===== src/mem_params.svh =====
`ifndef MEM_PARAMS_SVH
`define MEM_PARAMS_SVH

// address and word width
`define XLEN 32

// one memory reply carries a 64-bit block
`define BLOCK_BITS 64

// transaction tag width
// tag 0 means no transaction
`define MEM_TAG_BITS 4

// first fetch address out of reset
`define RESET_PC 32'h0000_0000

`endif


===== src/mem_pkg.sv =====
`include "mem_params.svh"

package mem_pkg;

    // command on the shared memory bus
    typedef enum logic [1:0] {
        BUS_NONE  = 2'h0,
        BUS_LOAD  = 2'h1,
        BUS_STORE = 2'h2
    } bus_command_t;

    // access size, byte up to a full block
    typedef enum logic [1:0] {
        BYTE   = 2'h0,
        HALF   = 2'h1,
        WORD   = 2'h2,
        DOUBLE = 2'h3
    } mem_size_t;

    // which side sent the last bus request
    typedef enum logic [1:0] {
        OWN_NONE = 2'h0,
        OWN_D    = 2'h1,
        OWN_I    = 2'h2
    } mem_owner_t;

    // IF/ID packet
    // npc is always pc + 4 here, no prediction
    typedef struct packed {
        logic             valid;
        logic [`XLEN-1:0] inst;
        logic [`XLEN-1:0] pc;
        logic [`XLEN-1:0] npc;
    } fetch_packet_t;

endpackage


===== src/mem_port_if.sv =====
`timescale 1ns/1ps
`include "mem_params.svh"

// one client's view of the shared memory bus
interface mem_port_if;

    // request side, driven by the client
    mem_pkg::bus_command_t     command;
    logic [`XLEN-1:0]          addr;
    logic [`XLEN-1:0]          data;
    mem_pkg::mem_size_t        size;

    // accept tag, 0 when rejected or not granted
    logic [`MEM_TAG_BITS-1:0]  response;

    // late reply, seen by every client
    logic [`MEM_TAG_BITS-1:0]  reply_tag;
    logic [`BLOCK_BITS-1:0]    reply_data;

    modport client (
        output command, addr, data, size,
        input  response, reply_tag, reply_data
    );

    modport arbiter (
        input  command, addr, data, size,
        output response, reply_tag, reply_data
    );

endinterface


===== src/mem_arbiter.sv =====
`timescale 1ns/1ps
`include "mem_params.svh"

module mem_arbiter (
    input  logic                      clock,
    input  logic                      reset,
    mem_port_if.arbiter               i_port,
    mem_port_if.arbiter               d_port,
    output mem_pkg::bus_command_t     mem_command,
    output logic [`XLEN-1:0]          mem_addr,
    output logic [`BLOCK_BITS-1:0]    mem_data,
    output mem_pkg::mem_size_t        mem_size,
    input  logic [`MEM_TAG_BITS-1:0]  mem_response,
    input  logic [`MEM_TAG_BITS-1:0]  mem_reply_tag,
    input  logic [`BLOCK_BITS-1:0]    mem_reply_data,
    output logic                      fetch_stall
);

    mem_pkg::mem_owner_t grant;
    mem_pkg::mem_owner_t owner_q;
    logic [`XLEN-1:0]    store_word;

    ////////////////////////////////////////
    // grant, data side first
    ////////////////////////////////////////
    always_comb begin
        if (d_port.command != mem_pkg::BUS_NONE) begin
            grant = mem_pkg::OWN_D;
        end else if (i_port.command != mem_pkg::BUS_NONE) begin
            grant = mem_pkg::OWN_I;
        end else begin
            grant = mem_pkg::OWN_NONE;
        end
    end

    // bus mux, fetch asks for a DOUBLE load by itself
    always_comb begin
        mem_command = mem_pkg::BUS_NONE;
        mem_addr    = '0;
        mem_size    = mem_pkg::BYTE;
        store_word  = '0;
        case (grant)
            mem_pkg::OWN_D: begin
                mem_command = d_port.command;
                mem_addr    = d_port.addr;
                mem_size    = d_port.size;
                store_word  = d_port.data;
            end
            mem_pkg::OWN_I: begin
                mem_command = i_port.command;
                mem_addr    = i_port.addr;
                mem_size    = i_port.size;
                store_word  = i_port.data;
            end
            default: begin
            end
        endcase
    end

    // store data zero-extended into the block word
    assign mem_data = {{(`BLOCK_BITS - `XLEN){1'b0}}, store_word};

    ////////////////////////////////////////
    // response routing
    ////////////////////////////////////////
    // accept tag only to the side granted this cycle
    assign d_port.response = (grant == mem_pkg::OWN_D) ? mem_response : '0;
    assign i_port.response = (grant == mem_pkg::OWN_I) ? mem_response : '0;

    // replies go to both, each side matches its own tag
    assign d_port.reply_tag  = mem_reply_tag;
    assign d_port.reply_data = mem_reply_data;
    assign i_port.reply_tag  = mem_reply_tag;
    assign i_port.reply_data = mem_reply_data;

    // last cycle's owner, dropped once accepted
    always_ff @(posedge clock or posedge reset) begin
        if (reset) begin
            owner_q <= mem_pkg::OWN_NONE;
        end else if (mem_response != '0) begin
            owner_q <= mem_pkg::OWN_NONE;
        end else begin
            owner_q <= grant;
        end
    end

    // data holds the bus now, or was rejected last cycle and retries
    assign fetch_stall = (grant == mem_pkg::OWN_D) || (owner_q == mem_pkg::OWN_D);

endmodule


===== src/fetch_unit.sv =====
`timescale 1ns/1ps
`include "mem_params.svh"

module fetch_unit (
    input  logic                    clock,
    input  logic                    reset,
    mem_port_if.client              port,
    input  logic                    redirect,
    input  logic [`XLEN-1:0]        redirect_pc,
    output mem_pkg::fetch_packet_t  fetch_packet
);

    logic [`XLEN-1:0]          pc_q;
    logic                      live_q;
    logic                      waiting_q;
    logic [`MEM_TAG_BITS-1:0]  tag_q;
    logic                      valid_q;
    logic [`XLEN-1:0]          inst_q;
    logic [`XLEN-1:0]          pkt_pc_q;
    logic                      issue;
    logic                      accepted;
    logic                      hit;
    logic [`XLEN-1:0]          word;

    ////////////////////////////////////////
    // request side
    ////////////////////////////////////////
    // one request in flight at most
    // quiet for the first cycle out of reset
    assign issue    = live_q && !waiting_q;
    assign accepted = issue && (port.response != '0);

    // aligned block load, word picked on reply
    assign port.command = issue ? mem_pkg::BUS_LOAD : mem_pkg::BUS_NONE;
    assign port.addr    = {pc_q[`XLEN-1:3], 3'b000};
    assign port.data    = '0;
    assign port.size    = mem_pkg::DOUBLE;

    ////////////////////////////////////////
    // reply side
    ////////////////////////////////////////
    assign hit  = waiting_q && (port.reply_tag == tag_q);
    // pc bit 2 selects upper or lower word
    assign word = pc_q[2] ? port.reply_data[`BLOCK_BITS-1:`XLEN]
                          : port.reply_data[`XLEN-1:0];

    always_ff @(posedge clock or posedge reset) begin
        if (reset) begin
            pc_q      <= `RESET_PC;
            live_q    <= 1'b0;
            waiting_q <= 1'b0;
            tag_q     <= '0;
            valid_q   <= 1'b0;
        end else begin
            live_q  <= 1'b1;
            valid_q <= 1'b0;
            if (redirect) begin
                // new pc, any reply in flight is dropped
                pc_q      <= redirect_pc;
                waiting_q <= 1'b0;
            end else if (hit) begin
                pc_q      <= pc_q + `XLEN'(4);
                waiting_q <= 1'b0;
                valid_q   <= 1'b1;
            end else if (accepted) begin
                waiting_q <= 1'b1;
                tag_q     <= port.response;
            end
        end
    end

    // packet payload
    always_ff @(posedge clock) begin
        if (hit) begin
            inst_q   <= word;
            pkt_pc_q <= pc_q;
        end
    end

    assign fetch_packet.valid = valid_q;
    assign fetch_packet.inst  = inst_q;
    assign fetch_packet.pc    = pkt_pc_q;
    assign fetch_packet.npc   = pkt_pc_q + `XLEN'(4);

endmodule


===== src/data_port.sv =====
`timescale 1ns/1ps
`include "mem_params.svh"

module data_port (
    input  logic                   clock,
    input  logic                   reset,
    mem_port_if.client             port,
    input  mem_pkg::bus_command_t  dmem_command,
    input  logic [`XLEN-1:0]       dmem_addr,
    input  logic [`XLEN-1:0]       dmem_wdata,
    input  mem_pkg::mem_size_t     dmem_size,
    output logic                   dmem_busy,
    output logic                   dmem_done,
    output logic [`XLEN-1:0]       dmem_rdata
);

    logic                      pend_q;
    logic                      wait_q;
    logic                      done_q;
    mem_pkg::bus_command_t     cmd_q;
    mem_pkg::mem_size_t        size_q;
    logic [`XLEN-1:0]          addr_q;
    logic [`XLEN-1:0]          wdata_q;
    logic [`MEM_TAG_BITS-1:0]  tag_q;
    logic [`XLEN-1:0]          rdata_q;
    logic                      take;
    logic                      accepted;
    logic                      hit;

    // pend: on the bus, wait: load accepted, reply due
    assign dmem_busy = pend_q || wait_q;
    assign take      = !dmem_busy && (dmem_command != mem_pkg::BUS_NONE);
    assign accepted  = pend_q && (port.response != '0);
    assign hit       = wait_q && (port.reply_tag == tag_q);

    // held request, kept up until a nonzero response
    assign port.command = pend_q ? cmd_q : mem_pkg::BUS_NONE;
    assign port.addr    = addr_q;
    assign port.data    = wdata_q;
    assign port.size    = size_q;

    always_ff @(posedge clock or posedge reset) begin
        if (reset) begin
            pend_q <= 1'b0;
            wait_q <= 1'b0;
            done_q <= 1'b0;
        end else begin
            done_q <= 1'b0;
            if (take) begin
                pend_q <= 1'b1;
            end else if (accepted) begin
                pend_q <= 1'b0;
                // store is done once accepted
                if (cmd_q == mem_pkg::BUS_STORE) begin
                    done_q <= 1'b1;
                end else begin
                    wait_q <= 1'b1;
                end
            end else if (hit) begin
                wait_q <= 1'b0;
                done_q <= 1'b1;
            end
        end
    end

    // request and reply payload
    always_ff @(posedge clock) begin
        if (take) begin
            cmd_q   <= dmem_command;
            addr_q  <= dmem_addr;
            wdata_q <= dmem_wdata;
            size_q  <= dmem_size;
        end
        if (accepted) begin
            tag_q <= port.response;
        end
        if (hit) begin
            // addr bit 2 picks the word
            rdata_q <= addr_q[2] ? port.reply_data[`BLOCK_BITS-1:`XLEN]
                                 : port.reply_data[`XLEN-1:0];
        end
    end

    assign dmem_done  = done_q;
    assign dmem_rdata = rdata_q;

endmodule


===== src/mem_front.sv =====
`timescale 1ns/1ps
`include "mem_params.svh"

module mem_front (
    input  logic                      clock,
    input  logic                      reset,
    // memory bus
    output mem_pkg::bus_command_t     mem_command,
    output logic [`XLEN-1:0]          mem_addr,
    output logic [`BLOCK_BITS-1:0]    mem_data,
    output mem_pkg::mem_size_t        mem_size,
    input  logic [`MEM_TAG_BITS-1:0]  mem_response,
    input  logic [`MEM_TAG_BITS-1:0]  mem_reply_tag,
    input  logic [`BLOCK_BITS-1:0]    mem_reply_data,
    // data requests
    input  mem_pkg::bus_command_t     dmem_command,
    input  logic [`XLEN-1:0]          dmem_addr,
    input  logic [`XLEN-1:0]          dmem_wdata,
    input  mem_pkg::mem_size_t        dmem_size,
    output logic                      dmem_busy,
    output logic                      dmem_done,
    output logic [`XLEN-1:0]          dmem_rdata,
    // fetch
    input  logic                      redirect,
    input  logic [`XLEN-1:0]          redirect_pc,
    output mem_pkg::fetch_packet_t    fetch_packet,
    output logic                      fetch_stall
);

    // fetch and data sides of the shared bus
    mem_port_if i_port ();
    mem_port_if d_port ();

    mem_arbiter u_mem_arbiter (
        .clock          (clock),
        .reset          (reset),
        .i_port         (i_port.arbiter),
        .d_port         (d_port.arbiter),
        .mem_command    (mem_command),
        .mem_addr       (mem_addr),
        .mem_data       (mem_data),
        .mem_size       (mem_size),
        .mem_response   (mem_response),
        .mem_reply_tag  (mem_reply_tag),
        .mem_reply_data (mem_reply_data),
        .fetch_stall    (fetch_stall)
    );

    fetch_unit u_fetch_unit (
        .clock        (clock),
        .reset        (reset),
        .port         (i_port.client),
        .redirect     (redirect),
        .redirect_pc  (redirect_pc),
        .fetch_packet (fetch_packet)
    );

    data_port u_data_port (
        .clock        (clock),
        .reset        (reset),
        .port         (d_port.client),
        .dmem_command (dmem_command),
        .dmem_addr    (dmem_addr),
        .dmem_wdata   (dmem_wdata),
        .dmem_size    (dmem_size),
        .dmem_busy    (dmem_busy),
        .dmem_done    (dmem_done),
        .dmem_rdata   (dmem_rdata)
    );

endmodule


===== config.mk =====
export PLATFORM = sky130hd
export DESIGN_NAME = mem_front
export DESIGN_NICKNAME = d
export VERILOG_FILES = /design/src/mem_pkg.sv /design/src/mem_port_if.sv /design/src/mem_arbiter.sv /design/src/fetch_unit.sv /design/src/data_port.sv /design/src/mem_front.sv
export VERILOG_INCLUDE_DIRS = /design/src /design/src/src
export SDC_FILE = /design/constraint.sdc
export NUM_CORES = 1
export LEC_CHECK = 0
export BUFFER_PORTS_ARGS = -buffer_cell sky130_fd_sc_hd__buf_2
export CAP_MARGIN = 25
export CORE_MARGIN = 3
export CORE_UTILIZATION = 40
export CTS_CLUSTER_SIZE = 10
export DETAILED_ROUTE_END_ITERATION = 7
export PLACE_DENSITY_LB_ADDON = 0.3
export SETUP_SLACK_MARGIN = 0.05
export SLEW_MARGIN = 20
export SYNTH_ARGS = -nofsm -noshare
export SYNTH_HDL_FRONTEND = slang
export SYNTH_HIERARCHICAL = 1
export SYNTH_SLANG_ARGS = --single-unit

===== constraint.sdc =====
create_clock -name clock -period 6.1 [get_ports clock]
set_input_delay 0 -clock clock [delete_from_list [all_inputs] [get_ports clock]]
set_output_delay 0 -clock clock [all_outputs]
set_load 0.01 [all_outputs]

==> impl_metrics.py <==
metrics = {
    "timing": {
        "min_period_ps": 3150,
        "tightest_slew_ps": 1070,
        "period_share": 0.516,
        "rsz0062_at_grt": "false",
        "whs_ps": 105,
        "setup_viol": 0,
        "hold_viol": 0,
        "drv_slew": 0,
        "finClkSkew_ps": 5.13,
        "finalSetupTns_ps": 0,
        "worst_slew_margin_rel": 0.285,
        "clock.fmax_mhz": 318,
    },
    "cts": {
        "hold_buffers": 203,
        "clock_sinks": 212,
        "cts_inserted_buffers": 26,
        "cts_setup_buffers": 0,
        "path_clk_slew_ps": 60,
        "cts-resized-gates": 0,
        "cts_tree": "done",
        "cts_max_level": 1,
        "clk_latency_ps": 520,
        "clockBufferDepth": 3,
        "cts_root_buf": "clkbuf_16",
    },
    "detailed_routing": {
        "via_per_inst": 4.84,
        "post-route-drc-count": 0,
        "wl_per_cell_um": 18.5,
        "drt_iter0_markers": 502,
        "first_pass_iters": 5,
        "wirelength_um": 34800,
        "vias": 9090,
        "ant_nets": 0,
    },
    "cells_and_area": {
        "fin_cells": 1880,
        "multi_input_area_mm2": 0.00395,
        "final-seq-area_mm2": 0.00615,
        "nets": 1643,
        "mostFrequentLayoutCells": "buf_2, dlygate4sd3_1, edfxtp_1, inv_1, o21ai_0",
        "drive_gt1_frac": 0.363,
        "n_fill_cell": 2597,
        "areaGrowthSynthToFinish_pct": 28.9,
        "layout_commonest_cell": "buf_2",
    },
    "placement": {
        "dp.cells": 1624,
        "place.gp.congestion": 0.811,
        "hpwl_um": 23100,
        "io_buffers": 374,
    },
    "logic_synthesis": {
        "synth-seq-cells": 212,
        "synth_cell_types": 51,
        "muxShareOfSynthArea": 0.0703,
        "synth_area_mm2": 0.0122,
        "synth_compound_area_frac": 0.108,
        "yosys_warnings": 6,
        "synthCells": 1072,
        "synth-xor-area-share": 0.0367,
        "synthSimpleGateAreaFrac": 0.0831,
        "synth_top_family_by_area": "buffers and inverters",
        "seq_area_frac_synth": 0.506,
        "synth.avg_cell_area_um2": 11.3,
        "synth_fa_ha_area_frac": 0.00206,
    },
    "power": {
        "fin_total_pwr_mw": 4.70,
        "power.density_mw_per_mm2": 300,
        "p_leak_nw": 6.39,
        "ir_drop_mv": 0.235,
    },
    "worst_hold_path": {
        "worstHoldPathCells": 4,
        "min_path_type": "input pin to flip-flop",
    },
    "floorplanning": {
        "die_h_um": 180,
        "core_mm2": 0.0298,
        "num_rows": 63,
        "die-area_mm2": 0.0325,
        "ios": 407,
        "die_x_um": 180,
        "start_util": 0.408,
    },
    "setup_path": {
        "crit_path_end_kind": "flip-flop",
        "start_kind": "flip-flop",
        "crit_fanout": 40,
        "ff2ff_path_depth": 4,
        "cp.required_ps": 6260,
        "path_class": "flip-flop to flip-flop",
        "cp.arrival_ps": 3300,
    },
    "grt": {
        "grt_max_degree": 71,
        "antenna_found_initial": 4,
        "grt_first_pass_wirelength_um": 53100,
        "grt-ovfl-total": 0,
        "grt_pass1_vias": 9286,
        "gr-usage-all-layers": 0.204,
    },
    "job": {
        "drv_cap": 0,
    },
    "status": {
        "outcome": "finished clean",
    },
}
## cell families after synthesis
kind of cell	count (synthesis)
other	3
AOI/OAI and AO/OA	176
muxes	76
DFF	212
and+or+nand+nor	181
xor gates and xnor gates	51
adders and majority gates	2
buffers and inverters	371
## cell type report
cell class              instances  share of cell area
multi-input cells             557               0.252
clock buffers                  45              0.0487
clock inverters                 2            0.000639
diodes                          5            0.000799
flip-flops and latches        212               0.392
well taps                     390              0.0311
repair buffers                587               0.255
inverters                      82              0.0196
## routing by layer
layer / track usage / part of all wire / vias up
li1: - / - / 4282
met1: 0.251 / 0.40 / 4368
met2: 0.360 / 0.51 / 356
met3: 0.0351 / 0.056 / 84
met4: 0.0758 / 0.038 / 0
met5: 0 / 0 / -
## synth_stat cells, drive strengths merged
master | count | area share
a221o | 1 | 0.00082
a21o | 5 | 0.0032
nand4 | 14 | 0.0084
nor2 | 18 | 0.0056
mux2i | 4 | 0.0033
xor2 | 9 | 0.0065
a22oi | 4 | 0.0025
a31oi | 7 | 0.0036
or3 | 2 | 0.0010
xnor2 | 42 | 0.030
and4 | 8 | 0.0060
o31ai | 69 | 0.059
ha | 2 | 0.0021
and3 | 9 | 0.0046
and2 | 8 | 0.0041
clkbuf | 29 | 0.0090
nor3b | 5 | 0.0031
buf | 260 | 0.16
or2 | 3 | 0.0015
dfrtp | 44 | 0.091
nor3 | 17 | 0.0074
conb | 3 | 0.00093
nor4 | 14 | 0.0095
o21ai | 85 | 0.035
inv | 82 | 0.025
mux2 | 72 | 0.067
a21oi | 1 | 0.00041
o211ai | 1 | 0.00062
edfxtp | 168 | 0.42
nand3 | 25 | 0.010
or4 | 7 | 0.0043
nor2b | 6 | 0.0033
o311ai | 2 | 0.0014
a21bo | 1 | 0.00082
nand2 | 45 | 0.014
## sequential cells by signal, summed over array words and instances (netlist names), 2 cells and up
name	flops
u_data_port/dmem_rdata	32
u_data_port/port.addr	32
u_data_port/port.data	32
u_fetch_unit/inst_q	32
u_fetch_unit/pc_q	32
u_fetch_unit/pkt_pc_q	32
u_data_port/tag_q	4
u_fetch_unit/tag_q	4
u_data_port/cmd_q	2
u_data_port/port.size	2
u_mem_arbiter/owner_q	2
## worst paths after layout
kind	to	start	slack (ps)
setup / recovery	u_fetch_unit/pkt_pc_q[30]	u_fetch_unit/tag_q[0]	2950
hold / removal	u_fetch_unit/pc_q[15]	redirect	100
setup reg to reg	u_fetch_unit/pkt_pc_q[30]	u_fetch_unit/tag_q[0]	2950
hold reg to reg	u_fetch_unit/pkt_pc_q[1]	u_fetch_unit/pc_q[1]	460
max in group asynchronous	u_data_port/dmem_done	reset	5410
min in group asynchronous	u_fetch_unit/pc_q[27]	reset	200
## power by group
| part | internal (mW) | total (mW) | switching, mW |
|---|---|---|---|
| clock network | 0.840 | 1.42 | 0.584 |
| registers | 1.79 | 1.88 | 0.0954 |
| logic | 0.584 | 1.39 | 0.810 |
| total | 3.21 | 4.70 | 1.49 |
## stage by stage
step,utilization,area [µm²],worst slack [ps]
floorplan,-,12400,1850
global placement,0.431,12800,3010
detailed placement,0.431,12800,2890
CTS,0.525,15600,2890
global route,0.526,15700,2610
finish,0.526,15700,2950
## worst max-delay path: stages (launching register included)
cell	delay (ps)
dfrtp_1	390
xnor2_1	170
nand3_1	620
nor2_4	940
buf_4	590
Note: power is estimated with default switching activity, not from simulation.
